===== config.mk =====
export PLATFORM = sky130hd
export DESIGN_NAME = bmuCtrl
export DESIGN_NICKNAME = d
export VERILOG_FILES = /design/src/design/bmuPkg.sv /design/src/design/bmuCtrl.sv /design/src/design/executeCtrlReg.sv /design/src/design/bmuDecodeTable.sv /design/src/design/decodeStageReg.sv
export VERILOG_INCLUDE_DIRS = /design/src /design/src/design
export SDC_FILE = /design/constraint.sdc
export NUM_CORES = 1
export LEC_CHECK = 0
export BUFFER_PORTS_ARGS = -buffer_cell sky130_fd_sc_hd__buf_2
export CORE_MARGIN = 2
export CORE_UTILIZATION = 35
export CTS_BUF_LIST = sky130_fd_sc_hd__clkbuf_4
export CTS_CLUSTER_DIAMETER = 60
export CTS_CLUSTER_SIZE = 30
export DETAILED_ROUTE_END_ITERATION = 10
export RECOVER_POWER = 25
export SETUP_SLACK_MARGIN = 0.4
export SYNTH_ARGS = -nofsm -noshare
export SYNTH_HDL_FRONTEND = slang
export SYNTH_SLANG_ARGS = --single-unit

===== constraint.sdc =====
create_clock -name clk -period 3.12 [get_ports clk]
set_clock_uncertainty 0.1 [all_clocks]
set_input_delay 0.624 -clock clk [delete_from_list [all_inputs] [get_ports clk]]
set_output_delay 0.624 -clock clk [all_outputs]
set_load 0.005 [all_outputs]

===== src/design/bmuCtrl_config.svh =====
`ifndef BMU_CTRL_CONFIG_SVH
`define BMU_CTRL_CONFIG_SVH

////////////////////
// widths

`define BMU_INSTR_W 32  // fetched instruction word
`define BMU_CTRL_W  20  // decoded control word, matches bmuPkg::bmuControlsT

////////////////////
// major opcodes matched by the decode table

`define OP_REG   7'b0110011  // R-type, 64-bit
`define OP_IMM   7'b0010011  // I-type, 64-bit
`define OP_REG32 7'b0111011  // R-type word ops
`define OP_IMM32 7'b0011011  // I-type word ops

////////////////////
// extension enables, 1 keeps the rows in the table

`define ZBA_EN 1'b1  // address generation
`define ZBB_EN 1'b1  // basic bit manipulation
`define ZBS_EN 1'b1  // single-bit ops

`endif

===== src/design/bmuPkg.sv =====
package bmuPkg;

  ////////////////////
  // instruction fields

  typedef logic [6:0] opcodeT;   // major opcode, instr[6:0]
  typedef logic [2:0] funct3T;   // minor op, instr[14:12]
  typedef logic [6:0] funct7T;   // upper op, instr[31:25]
  typedef logic [4:0] regIdxT;   // register index, rs2 doubles as op extension

  ////////////////////
  // decode outputs

  typedef logic [2:0] aluSelectT;    // ALU result mux select
  typedef logic [3:0] bSelectT;      // bit-manip unit select
  typedef logic [3:0] zbbSelectT;    // Zbb sub-op select
  typedef logic [2:0] bAluControlT;  // {rotate, mask, preShift}

  // unit-select codes
  localparam bSelectT bSelNone   = 4'd0;  // plain ALU op
  localparam bSelectT bSelBitOps = 4'd1;  // Zba, Zbs, rotate and shift path
  localparam bSelectT bSelZbb    = 4'd2;  // count, extend, min/max, orc.b, rev8

  // full control word, msb first
  typedef struct packed {
    aluSelectT aluSelect;  // ALU select for bit-manip ops
    bSelectT   bSelect;    // unit select
    zbbSelectT zbbSelect;  // Zbb mux select
    logic      regWrite;   // writes rd
    logic      aluSrcB;    // immediate on operand B
    logic      w64;        // word form
    logic      aluOp;      // table owns the ALU select
    logic      subArith;   // invert operand B
    logic      rotate;     // rotate instead of shift
    logic      mask;       // one-hot mask from rs2
    logic      preShift;   // shNadd pre-shift of rs1
    logic      illegal;    // not a recognized bit-manip op
  } bmuControlsT;

endpackage


===== src/design/bmuCtrl.sv =====
`timescale 1ns/100ps
`include "bmuCtrl_config.svh"

module bmuCtrl (
  input  logic                    clk,
  input  logic                    arstN,
  // Decode stage
  input  logic                    stallD,            // hold D
  input  logic                    flushD,            // bubble into D
  input  logic [`BMU_INSTR_W-1:0] instrF,            // fetched instruction
  input  logic                    aluOpF,            // regular ALU op
  input  logic                    stallE,            // hold E
  input  logic                    flushE,            // bubble into E
  output bmuPkg::bSelectT         bSelectD,
  output bmuPkg::zbbSelectT       zbbSelectD,
  output logic                    bRegWriteD,        // R-type bit-manip
  output logic                    bAluSrcBD,         // immediate form
  output logic                    bW64D,             // word form
  output logic                    bSubArithD,        // inverted operand B
  output logic                    illegalBitmanipD,  // unrecognized op
  output bmuPkg::aluSelectT       aluSelectD,
  // Execute stage
  output bmuPkg::bSelectT         bSelectE,
  output bmuPkg::zbbSelectT       zbbSelectE,
  output logic                    bRegWriteE,
  output bmuPkg::bAluControlT     bAluControlE,      // {rotate, mask, preShift}
  output logic                    bmuActiveE
);

  bmuPkg::opcodeT      opD;
  bmuPkg::funct3T      funct3D;
  bmuPkg::funct7T      funct7D;
  bmuPkg::regIdxT      rs2D;
  logic                aluOpD;   // registered ALU flag
  bmuPkg::bmuControlsT ctrlD;    // decoded control word

  ////////////////////
  // input side

  decodeStageReg instrReg0 (
    .clk     (clk),
    .arstN   (arstN),
    .stallD  (stallD),
    .flushD  (flushD),
    .instrF  (instrF),
    .aluOpF  (aluOpF),
    .opD     (opD),
    .funct3D (funct3D),
    .funct7D (funct7D),
    .rs2D    (rs2D),
    .aluOpD  (aluOpD)
  );

  ////////////////////
  // decode

  bmuDecodeTable decTable0 (
    .opD     (opD),
    .funct3D (funct3D),
    .funct7D (funct7D),
    .rs2D    (rs2D),
    .ctrlD   (ctrlD)
  );

  // Decode-stage fan out
  assign bSelectD         = ctrlD.bSelect;
  assign zbbSelectD       = ctrlD.zbbSelect;
  assign bRegWriteD       = ctrlD.regWrite;
  assign bAluSrcBD        = ctrlD.aluSrcB;
  assign bW64D            = ctrlD.w64;
  assign bSubArithD       = ctrlD.subArith;
  assign illegalBitmanipD = ctrlD.illegal;

  ////////////////////
  // output side

  executeCtrlReg exReg0 (
    .clk          (clk),
    .arstN        (arstN),
    .stallE       (stallE),
    .flushE       (flushE),
    .ctrlD        (ctrlD),
    .funct3D      (funct3D),
    .aluOpD       (aluOpD),
    .aluSelectD   (aluSelectD),
    .bSelectE     (bSelectE),
    .zbbSelectE   (zbbSelectE),
    .bRegWriteE   (bRegWriteE),
    .bAluControlE (bAluControlE),
    .bmuActiveE   (bmuActiveE)
  );

endmodule


===== src/design/executeCtrlReg.sv =====
`timescale 1ns/100ps

module executeCtrlReg (
  input  logic                clk,
  input  logic                arstN,
  input  logic                stallE,        // hold the E register
  input  logic                flushE,        // bubble into E
  input  bmuPkg::bmuControlsT ctrlD,         // decoded controls
  input  bmuPkg::funct3T      funct3D,       // base ALU op
  input  logic                aluOpD,        // regular ALU op in D
  output bmuPkg::aluSelectT   aluSelectD,
  output bmuPkg::bSelectT     bSelectE,
  output bmuPkg::zbbSelectT   zbbSelectE,
  output logic                bRegWriteE,
  output bmuPkg::bAluControlT bAluControlE,  // {rotate, mask, preShift}
  output logic                bmuActiveE     // bit-manip op in Execute
);

  bmuPkg::bAluControlT bAluControlD;  // packed shifter controls

  ////////////////////
  // ALU select

  // table select for bit-manip, funct3 for base ALU ops, else add
  always_comb begin
    if (ctrlD.aluOp) begin
      aluSelectD = ctrlD.aluSelect;
    end else if (aluOpD) begin
      aluSelectD = funct3D;
    end else begin
      aluSelectD = '0;  // add for loads, stores, branches
    end
  end

  assign bAluControlD = {ctrlD.rotate, ctrlD.mask, ctrlD.preShift};

  ////////////////////
  // D -> E register

  // 13 bits, stall wins over flush
  always_ff @(posedge clk or negedge arstN) begin
    if (!arstN) begin
      {bSelectE, zbbSelectE, bRegWriteE, bAluControlE, bmuActiveE} <= '0;
    end else if (!stallE) begin
      if (flushE) begin
        {bSelectE, zbbSelectE, bRegWriteE, bAluControlE, bmuActiveE} <= '0;  // bubble
      end else begin
        bSelectE     <= ctrlD.bSelect;
        zbbSelectE   <= ctrlD.zbbSelect;
        bRegWriteE   <= ctrlD.regWrite;
        bAluControlE <= bAluControlD;
        bmuActiveE   <= ~ctrlD.illegal;  // any recognized bit-manip op
      end
    end
  end

  // a flushed Execute slot never reports an active bit-manip op
  flushKillsActive: assert property (
    @(posedge clk) disable iff (!arstN)
    (flushE && !stallE) |=> !bmuActiveE
  ) else $error("bmuActiveE set after an unstalled flush");

endmodule


===== src/design/bmuDecodeTable.sv =====
`timescale 1ns/100ps
`include "bmuCtrl_config.svh"

module bmuDecodeTable (
  input  bmuPkg::opcodeT      opD,
  input  bmuPkg::funct3T      funct3D,
  input  bmuPkg::funct7T      funct7D,
  input  bmuPkg::regIdxT      rs2D,     // op extension for unary rows
  output bmuPkg::bmuControlsT ctrlD     // decoded control word
);

  logic [`BMU_CTRL_W-1:0] cw;  // raw control word

  ////////////////////
  // main decode

  // field order
  // aluSelect_bSelect_zbbSelect_regWrite_aluSrcB_w64_aluOp_subArith_rotate_mask_preShift_illegal
  // later rows override earlier ones
  always_comb begin
    cw = 20'b000_0000_0000_0_0_0_0_0_0_0_0_1;  // default illegal

    if (`ZBA_EN) begin
      casez ({opD, funct7D, funct3D})
        {`OP_REG, 7'b0010000, 3'b010}: cw = 20'b000_0001_0000_1_0_0_1_0_0_0_1_0;  // sh1add
        {`OP_REG, 7'b0010000, 3'b100}: cw = 20'b000_0001_0000_1_0_0_1_0_0_0_1_0;  // sh2add
        {`OP_REG, 7'b0010000, 3'b110}: cw = 20'b000_0001_0000_1_0_0_1_0_0_0_1_0;  // sh3add
        {`OP_REG32, 7'b0010000, 3'b010}: cw = 20'b000_0001_0000_1_0_1_1_0_0_0_1_0;  // sh1add.uw
        {`OP_REG32, 7'b0010000, 3'b100}: cw = 20'b000_0001_0000_1_0_1_1_0_0_0_1_0;  // sh2add.uw
        {`OP_REG32, 7'b0010000, 3'b110}: cw = 20'b000_0001_0000_1_0_1_1_0_0_0_1_0;  // sh3add.uw
        {`OP_REG32, 7'b0000100, 3'b000}: cw = 20'b000_0001_0000_1_0_1_1_0_0_0_0_0;  // add.uw
        {`OP_IMM32, 7'b000010?, 3'b001}: cw = 20'b001_0001_0000_1_1_1_1_0_0_0_0_0;  // slli.uw
        default: ;
      endcase
    end

    if (`ZBB_EN) begin
      casez ({opD, funct7D, funct3D})
        {`OP_IMM, 7'b0110000, 3'b001}:
          if (rs2D[4:1] == 4'b0010)
            cw = 20'b000_0010_0001_1_1_0_1_0_0_0_0_0;  // sext.b, sext.h
          else if ((rs2D[4:2] == 3'b000) && !(rs2D[1] && rs2D[0]))
            cw = 20'b000_0010_0000_1_1_0_1_0_0_0_0_0;  // clz, ctz, cpop
        {`OP_IMM, 7'b0010100, 3'b101}:
          if (rs2D == 5'b00111)
            cw = 20'b000_0010_0010_1_1_0_1_0_0_0_0_0;  // orc.b
        {`OP_REG, 7'b0000101, 3'b110}: cw = 20'b000_0010_0111_1_0_0_1_1_0_0_0_0;  // max
        {`OP_REG, 7'b0000101, 3'b111}: cw = 20'b000_0010_0111_1_0_0_1_1_0_0_0_0;  // maxu
        {`OP_REG, 7'b0000101, 3'b100}: cw = 20'b000_0010_0011_1_0_0_1_1_0_0_0_0;  // min
        {`OP_REG, 7'b0000101, 3'b101}: cw = 20'b000_0010_0011_1_0_0_1_1_0_0_0_0;  // minu
        {`OP_REG32, 7'b0000100, 3'b100}: cw = 20'b000_0010_0001_1_0_0_1_0_0_0_0_0;  // zext.h
        {`OP_IMM32, 7'b0110000, 3'b001}:
          if ((rs2D[4:2] == 3'b000) && !(rs2D[1] && rs2D[0]))
            cw = 20'b000_0010_0000_1_1_1_1_0_0_0_0_0;  // clzw, ctzw, cpopw
        default: ;
      endcase
    end

    if (`ZBS_EN) begin
      casez ({opD, funct7D, funct3D})
        {`OP_REG, 7'b0100100, 3'b001}: cw = 20'b111_0001_0000_1_0_0_1_1_0_1_0_0;  // bclr
        {`OP_REG, 7'b0100100, 3'b101}: cw = 20'b101_0001_0000_1_0_0_1_1_0_1_0_0;  // bext
        {`OP_REG, 7'b0110100, 3'b001}: cw = 20'b100_0001_0000_1_0_0_1_0_0_1_0_0;  // binv
        {`OP_REG, 7'b0010100, 3'b001}: cw = 20'b110_0001_0000_1_0_0_1_0_0_1_0_0;  // bset
        // immediate forms, funct7[0] is shamt[5]
        {`OP_IMM, 7'b010010?, 3'b001}: cw = 20'b111_0001_0000_1_1_0_1_1_0_1_0_0;  // bclri
        {`OP_IMM, 7'b010010?, 3'b101}: cw = 20'b101_0001_0000_1_1_0_1_1_0_1_0_0;  // bexti
        {`OP_IMM, 7'b011010?, 3'b001}: cw = 20'b100_0001_0000_1_1_0_1_0_0_1_0_0;  // binvi
        {`OP_IMM, 7'b001010?, 3'b001}: cw = 20'b110_0001_0000_1_1_0_1_0_0_1_0_0;  // bseti
        default: ;
      endcase
    end

    // base shifts go through the bit-manip shifter
    if (`ZBB_EN || `ZBS_EN) begin
      casez ({opD, funct7D, funct3D})
        {`OP_REG, 7'b0?0000?, 3'b?01}: cw = 20'b001_0000_0000_1_0_0_1_0_0_0_0_0;  // sll, srl, sra
        {`OP_IMM, 7'b0?0000?, 3'b?01}: cw = 20'b001_0000_0000_1_1_0_1_0_0_0_0_0;  // slli, srli, srai
        {`OP_REG32, 7'b0?0000?, 3'b?01}: cw = 20'b001_0000_0000_1_0_1_1_0_0_0_0_0;  // sllw..sraw
        {`OP_IMM32, 7'b0?0000?, 3'b?01}: cw = 20'b001_0000_0000_1_1_1_1_0_0_0_0_0;  // slliw..
        default: ;
      endcase
    end

    // rotates and inverted logic
    if (`ZBB_EN) begin
      casez ({opD, funct7D, funct3D})
        {`OP_REG, 7'b0110000, 3'b001}: cw = 20'b001_0001_0111_1_0_0_1_0_1_0_0_0;  // rol
        {`OP_REG, 7'b0110000, 3'b101}: cw = 20'b001_0001_0111_1_0_0_1_0_1_0_0_0;  // ror
        {`OP_REG, 7'b0100000, 3'b111}: cw = 20'b111_0001_0111_1_0_0_1_1_0_0_0_0;  // andn
        {`OP_REG, 7'b0100000, 3'b110}: cw = 20'b110_0001_0111_1_0_0_1_1_0_0_0_0;  // orn
        {`OP_REG, 7'b0100000, 3'b100}: cw = 20'b100_0001_0111_1_0_0_1_1_0_0_0_0;  // xnor
        {`OP_IMM, 7'b011010?, 3'b101}:
          if (funct7D[0] && (rs2D == 5'b11000))
            cw = 20'b000_0010_0010_1_1_0_1_0_0_0_0_0;  // rev8, 64-bit encoding
        {`OP_REG32, 7'b0110000, 3'b001}: cw = 20'b001_0000_0111_1_0_1_1_0_1_0_0_0;  // rolw
        {`OP_REG32, 7'b0110000, 3'b101}: cw = 20'b001_0000_0111_1_0_1_1_0_1_0_0_0;  // rorw
        {`OP_IMM, 7'b011000?, 3'b101}: cw = 20'b001_0000_0111_1_1_0_1_0_1_0_0_0;  // rori
        {`OP_IMM32, 7'b0110000, 3'b101}: cw = 20'b001_0000_0111_1_1_1_1_0_1_0_0_0;  // roriw
        default: ;
      endcase
    end
  end

  assign ctrlD = cw;  // unpack into named fields

  ////////////////////
  // table consistency

  // an illegal decode carries no stray controls into the pipeline
  always_comb begin
    assert final (!ctrlD.illegal ||
                  ((ctrlD.bSelect == bmuPkg::bSelNone) && (cw[`BMU_CTRL_W-1:1] == '0)))
      else $error("illegal decode with nonzero control fields");
  end

endmodule


===== src/design/decodeStageReg.sv =====
`timescale 1ns/100ps
`include "bmuCtrl_config.svh"

module decodeStageReg (
  input  logic                    clk,
  input  logic                    arstN,
  input  logic                    stallD,   // hold the D register
  input  logic                    flushD,   // bubble into D
  input  logic [`BMU_INSTR_W-1:0] instrF,   // fetched instruction
  input  logic                    aluOpF,   // regular ALU op from main decoder
  output bmuPkg::opcodeT          opD,
  output bmuPkg::funct3T          funct3D,
  output bmuPkg::funct7T          funct7D,
  output bmuPkg::regIdxT          rs2D,     // rs2 field, also op extension
  output logic                    aluOpD
);

  logic [`BMU_INSTR_W-1:0] instrD;  // instruction in Decode

  ////////////////////
  // F -> D register

  // stall wins over flush, flush loads a zero bubble
  always_ff @(posedge clk or negedge arstN) begin
    if (!arstN) begin
      instrD <= '0;     // zero decodes as illegal
      aluOpD <= 1'b0;
    end else if (!stallD) begin
      if (flushD) begin
        instrD <= '0;   // bubble
        aluOpD <= 1'b0;
      end else begin
        instrD <= instrF;
        aluOpD <= aluOpF;
      end
    end
  end

  ////////////////////
  // field slicing

  assign opD     = instrD[6:0];    // major opcode
  assign funct3D = instrD[14:12];  // minor op
  assign rs2D    = instrD[24:20];  // rs2 / shamt low bits
  assign funct7D = instrD[31:25];  // upper op, shamt[5] in bit 0

  // a stalled edge must not move the instruction on to a new decode
  holdOnStall: assert property (
    @(posedge clk) disable iff (!arstN)
    stallD |=> $stable(opD)
  ) else $error("opD changed across a stalled edge");

endmodule


* Word-level counts from Yosys, hierarchy flattened
Index checks and enable logic that the tools add are counted.
** Storage, ports and cells
- Input bits :: 39
- Flip-flop bits (word level) :: 46
** Operators by class
- Equality and inequality tests :: 41
- Reduce and logical (&&, ||, !) cells :: 11
- Multiplexer cells :: 19
- Bitwise operators :: 1
** Operator list (count)
- == test 17 x 16 -> 1 bit, second input constant :: 23
- one-hot mux 20 bit (8 select lines) :: 2
- one-hot mux 20 bit (6 select lines) :: 1
- == test 16 x 14 -> 1 bit, second input constant :: 7
- one-hot mux 20 bit (4 select lines) :: 1
- one-hot mux 18 bit (4 select lines) :: 1
- == test 17 x 15 -> 1 bit, second input constant :: 4
- 2-to-1 mux 18 bit :: 3
- 2-to-1 mux 20 bit :: 2
- 2-to-1 mux 32 bit :: 1
- == test 14 x 12 -> 1 bit, second input constant :: 2
- == test 14 x 13 -> 1 bit, second input constant :: 2
- 2-to-1 mux 3 bit :: 3
- 2-to-1 mux 4 bit :: 2
- OR reduction 2 bit :: 4
- OR reduction 3 bit :: 2
- == test 5 x 3 -> 1 bit, second input constant :: 1
- == test 5 bit, second input constant :: 1
- == test 4 x 2 -> 1 bit, second input constant :: 1
- logical AND 1 bit :: 3
- logical NOT 3 bit :: 1
- 2-to-1 mux 1 bit :: 3
- logical NOT 1 bit :: 1
- inverter 1 bit :: 1

* Longest topological paths before layout
- Depth in word-level cells :: 12
- Gate-level depth with buffers :: 8

* By module
A second synthesis with hierarchy kept.
** Second synthesis, totals
- Cell total of the unflattened synthesis :: 276
- Area, all modules :: 2397.3 µm²
** Modules (own cells, without submodules)
- decodeStageReg :: cells each 98, times used 1, area each 979.7 µm², seq. area each 575.6 µm²
- bmuDecodeTable :: cells each 118, times used 1, area each 772.0 µm², seq. area each 0.0 µm²
- executeCtrlReg :: cells each 60, times used 1, area each 645.6 µm², seq. area each 325.3 µm²

* Worst setup path after synthesis
Ideal clock, no wire load.
- Path type :: reg2out
- From :: register instrReg0.instrD[2]
- To :: output port aluSelectD[0]
- Arrival time :: 2001 ps
- Data required time :: 2396 ps
- Setup slack :: 395 ps
- Path buffers :: 0
- Stages on the path, launching flop included :: 7
- Cell sequence :: dfrtp_1 > or4b_1 > or3_4 > nor3_4 > nor4_1 > and3_4 > a31o_1
** Between the ends
- Longest elaborated chain between the ends :: 11
- Elaborated cells between the ends (all ways) :: 55
- Classes of those cells :: 38 x eq/ne; 11 x mux; 6 x reduce/logical
** Ends and longest elaborated chain
- start: declaration :: line decodeStageReg.sv:18 : logic [`BMU_INSTR_W-1:0] instrD;
- start signal: assignment :: line decodeStageReg.sv:33 : instrD <= instrF;
- == test 17 x 16 -> 1 bit :: line bmuDecodeTable.sv:24 : casez ({opD, funct7D, funct3D})
- OR reduction 3 bit (no line)
- one-hot mux 18 bit (4 select lines) :: line bmuDecodeTable.sv:24
- 2-to-1 mux 18 bit :: line bmuDecodeTable.sv:42 : else if ((rs2D[4:2] == 3'b000) && !(rs2D[1] && rs2D[0]))
- 2-to-1 mux 20 bit :: line bmuDecodeTable.sv:40 : if (rs2D[4:1] == 4'b0010)
- one-hot mux 20 bit (6 select lines) :: line bmuDecodeTable.sv:38 : casez ({opD, funct7D, funct3D})
- one-hot mux 20 bit (8 select lines) :: line bmuDecodeTable.sv:60 : casez ({opD, funct7D, funct3D})
- one-hot mux 20 bit (4 select lines) :: line bmuDecodeTable.sv:76 : casez ({opD, funct7D, funct3D})
- 2-to-1 mux 20 bit :: line bmuDecodeTable.sv:94 : if (funct7D[0] && (rs2D == 5'b11000))
- one-hot mux 20 bit (8 select lines) (*) :: line bmuDecodeTable.sv:87 : casez ({opD, funct7D, funct3D})
- 2-to-1 mux 3 bit (*) :: line executeCtrlReg.sv:26 : if (ctrlD.aluOp) begin
- end: declaration :: line bmuCtrl.sv:21 : output bmuPkg::aluSelectT aluSelectD,
Every way passes the cells marked *; elsewhere a longest branch is shown, timed or not.

* Final worst setup path
- From :: register instrReg0.instrD[3]
- To :: output port bAluSrcBD
** Between the ends
- Longest elaborated chain between the ends :: 10
- Elaborated cells between the ends (all ways) :: 54
- Classes of those cells :: 38 x eq/ne; 10 x mux; 6 x reduce/logical
** Ends and longest elaborated chain
- == test 17 x 16 -> 1 bit :: line bmuDecodeTable.sv:24
- OR reduction 3 bit (no line)
- one-hot mux 18 bit (4 select lines) :: line bmuDecodeTable.sv:24
- 2-to-1 mux 18 bit :: line bmuDecodeTable.sv:42
- 2-to-1 mux 20 bit :: line bmuDecodeTable.sv:40
- one-hot mux 20 bit (6 select lines) :: line bmuDecodeTable.sv:38
- one-hot mux 20 bit (8 select lines) :: line bmuDecodeTable.sv:60
- one-hot mux 20 bit (4 select lines) :: line bmuDecodeTable.sv:76
- 2-to-1 mux 20 bit :: line bmuDecodeTable.sv:94
- one-hot mux 20 bit (8 select lines) (*) :: line bmuDecodeTable.sv:87
- end: declaration :: line bmuCtrl.sv:17 : output logic bAluSrcBD,
Marked as above.

==> results by group <==
Run status
  • Status: complete, but fails checks
  • Failing checks: capacitance limit, slew limit, setup timing

Critical path
  • Critical path's slowest cell: or4b_4
  • WS Path Type: reg2out
  • WP data arrival: 2.54 ns
  • Worst setup SP type: flip-flop
  • Setup crit end kind: output port
  • CP peak stage delay: 0.57 ns
  • Critical path required time: roughly 2.4 ns
  • CP cell instances: or4b_4, or3_4, nor2_4, buf_6, a31oi_1, a32oi_1, a211o_1, buf_2
  • FF-to-FF path depth: 7
  • Worst-path maximum fanout: 2

Synth
  • Area contributors post-synth: dfrtp_1 36%, nand2_1 7.3%, nand2b_1 7.3%
  • Post-Synthesis Cells: 282
  • Yosys top cell area share: between 30% and 40%
  • Synth area leader: dfrtp_1
  • FF+latch count, synth: 33
  • Syn avg cell area: roughly 8 sq um
  • Yosys warnings: 0
  • Register area share after synthesis: a little over a third
  • Main synth FF type: dfrtp_1
  • Count of cell types in the netlist: 59
  • Mapped Area: ~2300 sq um
  • Post-synth EDFFs: 0
  • Ys async rst share: 100%
  • Top-count cell post-synth: nand2_1
  • Synth cell count leaders: 45 x nand2_1, 33 x dfrtp_1, 27 x nand2b_1, 27 x o21ai_0, 19 x nor2_1

Pwr
  • P_leak: 1.51 nW
  • Final Total Pwr: about 0.95 mW
  • Power per cell area: 299 nW/um^2
  • Worst vdd ir: around 0.00019 V

Cells and area
  • Synth-to-Final Area Change: 38.0%
  • Register area: roughly 830 sq um
  • Fillers: between 600 and 700
  • Nets: 407
  • Antenna diode instance count: 0
  • Utilization of the core after routing: about half
  • Finished Cell Area: between 3000 and 4000 sq um
  • Area of the multi-input gates: about 1500 sq um
  • Layout cell share with drive strength beyond 1: approximately two fifths

Global routing
  • Total track usage: 19.0%
  • Largest net degree at the start of global routing: 47
  • Vias in the first global route: approximately 2300
  • First-pass GRT wire length: about 11000 um
  • GR Overflow Total: 0
  • Initial antenna violation count: 0

STA
  • Tcrit/Tclk final: 105%
  • Slew @ Worst Pin: around 1.8 ns
  • Slew HR: -17.9%
  • Setup tns final: -0.334 ns
  • Final WS setup: -0.144 ns
  • Final Hold Fails: 0
  • Unrepaired setup endpoints after global routing: yes
  • Fmax: ~0.31 GHz
  • Count of final setup violators: 5
  • Final Max Slew Viols: 34
  • Clock period minus worst slack: 3.26 ns

Clocking
  • CTS tree: done
  • TritonCTS buffer count: 5
  • Hold_buf cts: 0
  • Htree depth: 2
  • Clock-pin slew on the worst setup and hold paths: 0.12 ns
  • Clock Path Buffers: 2
  • CTS root buf: clkbuf_4
  • Sink Count: 33
  • Worst-Skew Late Latency: 0.35 ns

Floorplan
  • Site row count: 29
  • Die Ht: 85.1 um
  • Initial Utilization: a little over a third
  • Core area: approximately 6300 sq um
  • IO Pins: 68
  • Die W: 85.1 um
  • DIE AREA: approximately 7200 sq um

Hold path
  • Hold Crit Class: reg2reg
  • WHS Path Cells: 1

Detailed routing
  • Detailed Route Iter0 Violations: around 210
  • Routed len/inst: 15.1 um
  • Vias post-DR: around 2400
  • Post-DR vias/cell: approximately 5.4
  • 1st-pass router iterations: 4
  • DRT Wirelength: ~6700 um
  • Final antenna-violating net count: 0
  • DRC violations left: 0

Placed design
  • DP HPWL: roughly 4800 um
  • Placement Cell Area: between 2000 and 3000 sq um
  • Number of port buffers: 51
  • RD Place Congestion: between 0.9 and 1
  • Dpl ws: approximately 0.16 ns

Job
  • Max-capacitance violation count: 1
[registers in the layout (all words and copies together) (netlist names)]
| name | flops |
|---|---|
| exReg0.bRegWriteE | 1 |
| exReg0.bmuActiveE | 1 |
| exReg0.bAluControlE | 3 |
| exReg0.zbbSelectE | 3 |
| exReg0.bSelectE | 2 |
| instrReg0.aluOpD | 1 |
| instrReg0.instrD | 22 |
[power breakdown]
part / internal [mW] / switching [mW]
clock network: 0.0849 / 0.165
registers: 0.451 / 0.0309
logic: 0.104 / 0.115
total: 0.640 / 0.311
[area by class of cell]
| type | count | area share, % |
|---|---|---|
| Multi-Input combinational cell | 228 | 48.7 |
| Timing Repair Buffer | 99 | 20.3 |
| Inverter | 1 | 0.118 |
| Clock buffer | 5 | 1.18 |
| Sequential cell | 33 | 26.2 |
| Tap cell | 77 | 3.03 |
| Clock inverter | 3 | 0.551 |
[repair_timing]
action | 4_1_cts | 5_1_grt
gates cloned | 0 | 0
setup buffers | 9 | 11
setup endpoints to repair | 13 | 13
pin swaps | 14 | 8
resized for setup | 28 | 28
[placed cells by master (no fill, tap or decap), drive strengths merged, types with 4 or more instances in the layout]
cell and count:
a211oi 7, a21oi 4, and3 6, buf 97, clkbuf 7, conb 6
dfrtp 33, nand2 45, nand2b 27, nand3 5, nand4 7, nor2 19
nor3 10, nor4b 4, o21ai 30
[metrics by stage]
step / instances / hold slack, ns
6_report: 446 / 0.384
5_1_grt: 446 / 0.407
4_1_cts: 435 / 0.235
3_5_place_dp: 418 / 0.365
3_3_place_gp: 418 / 0.358
2_1_floorplan: 287 / 0.228
[final timing paths]
kind,end,slack [ns],startpoint
max,bAluSrcBD,-0.14,instrReg0.instrD[3]$_DFFE_PN0N_
min,exReg0.zbbSelectE[1]$_DFFE_PN0N_,0.38,exReg0.zbbSelectE[1]$_DFFE_PN0N_
max reg2reg,exReg0.zbbSelectE[1]$_DFFE_PN0N_,0.83,instrReg0.instrD[3]$_DFFE_PN0N_
min reg2reg,exReg0.zbbSelectE[1]$_DFFE_PN0N_,0.38,exReg0.zbbSelectE[1]$_DFFE_PN0N_
max in group asynchronous,instrReg0.instrD[28]$_DFFE_PN0N_,1.15,arstN
min in group asynchronous,instrReg0.instrD[22]$_DFFE_PN0N_,0.62,arstN
[per-layer routing]
layer | part of all wire, % | track usage (%) | vias to the layer above
met1 | 44 | 23.3 | 1138
met5 | 0 | 0 | -
met4 | 2.6 | 6.78 | 0
li1 | - | - | 1179
met3 | 5.8 | 4.18 | 18
met2 | 48 | 32.7 | 81
[kinds of logic (layout without fill, tap and decap cells)]
kind of cell	count (synthesis)	count (layout)	synth area share, %
buffers and inverters	26	108	5.70
other	1	6	0.163
flip-flops	33	33	35.8
AND/OR/NAND/NOR	156	156	39.8
multiplexers	1	1	0.489
AO/OA/AOI/OAI	64	64	17.7
XOR/XNOR	1	1	0.380
[critical path, delay by kind of cell, from the launching register on]
kind	cells	cell delay (ns)
flip-flops	1	0.39
AO/OA/AOI/OAI	3	0.42
AND/OR/NAND/NOR	3	1.14
buffers and inverters	2	0.23
No activity file was read; power rests on OpenSTA's default activity.
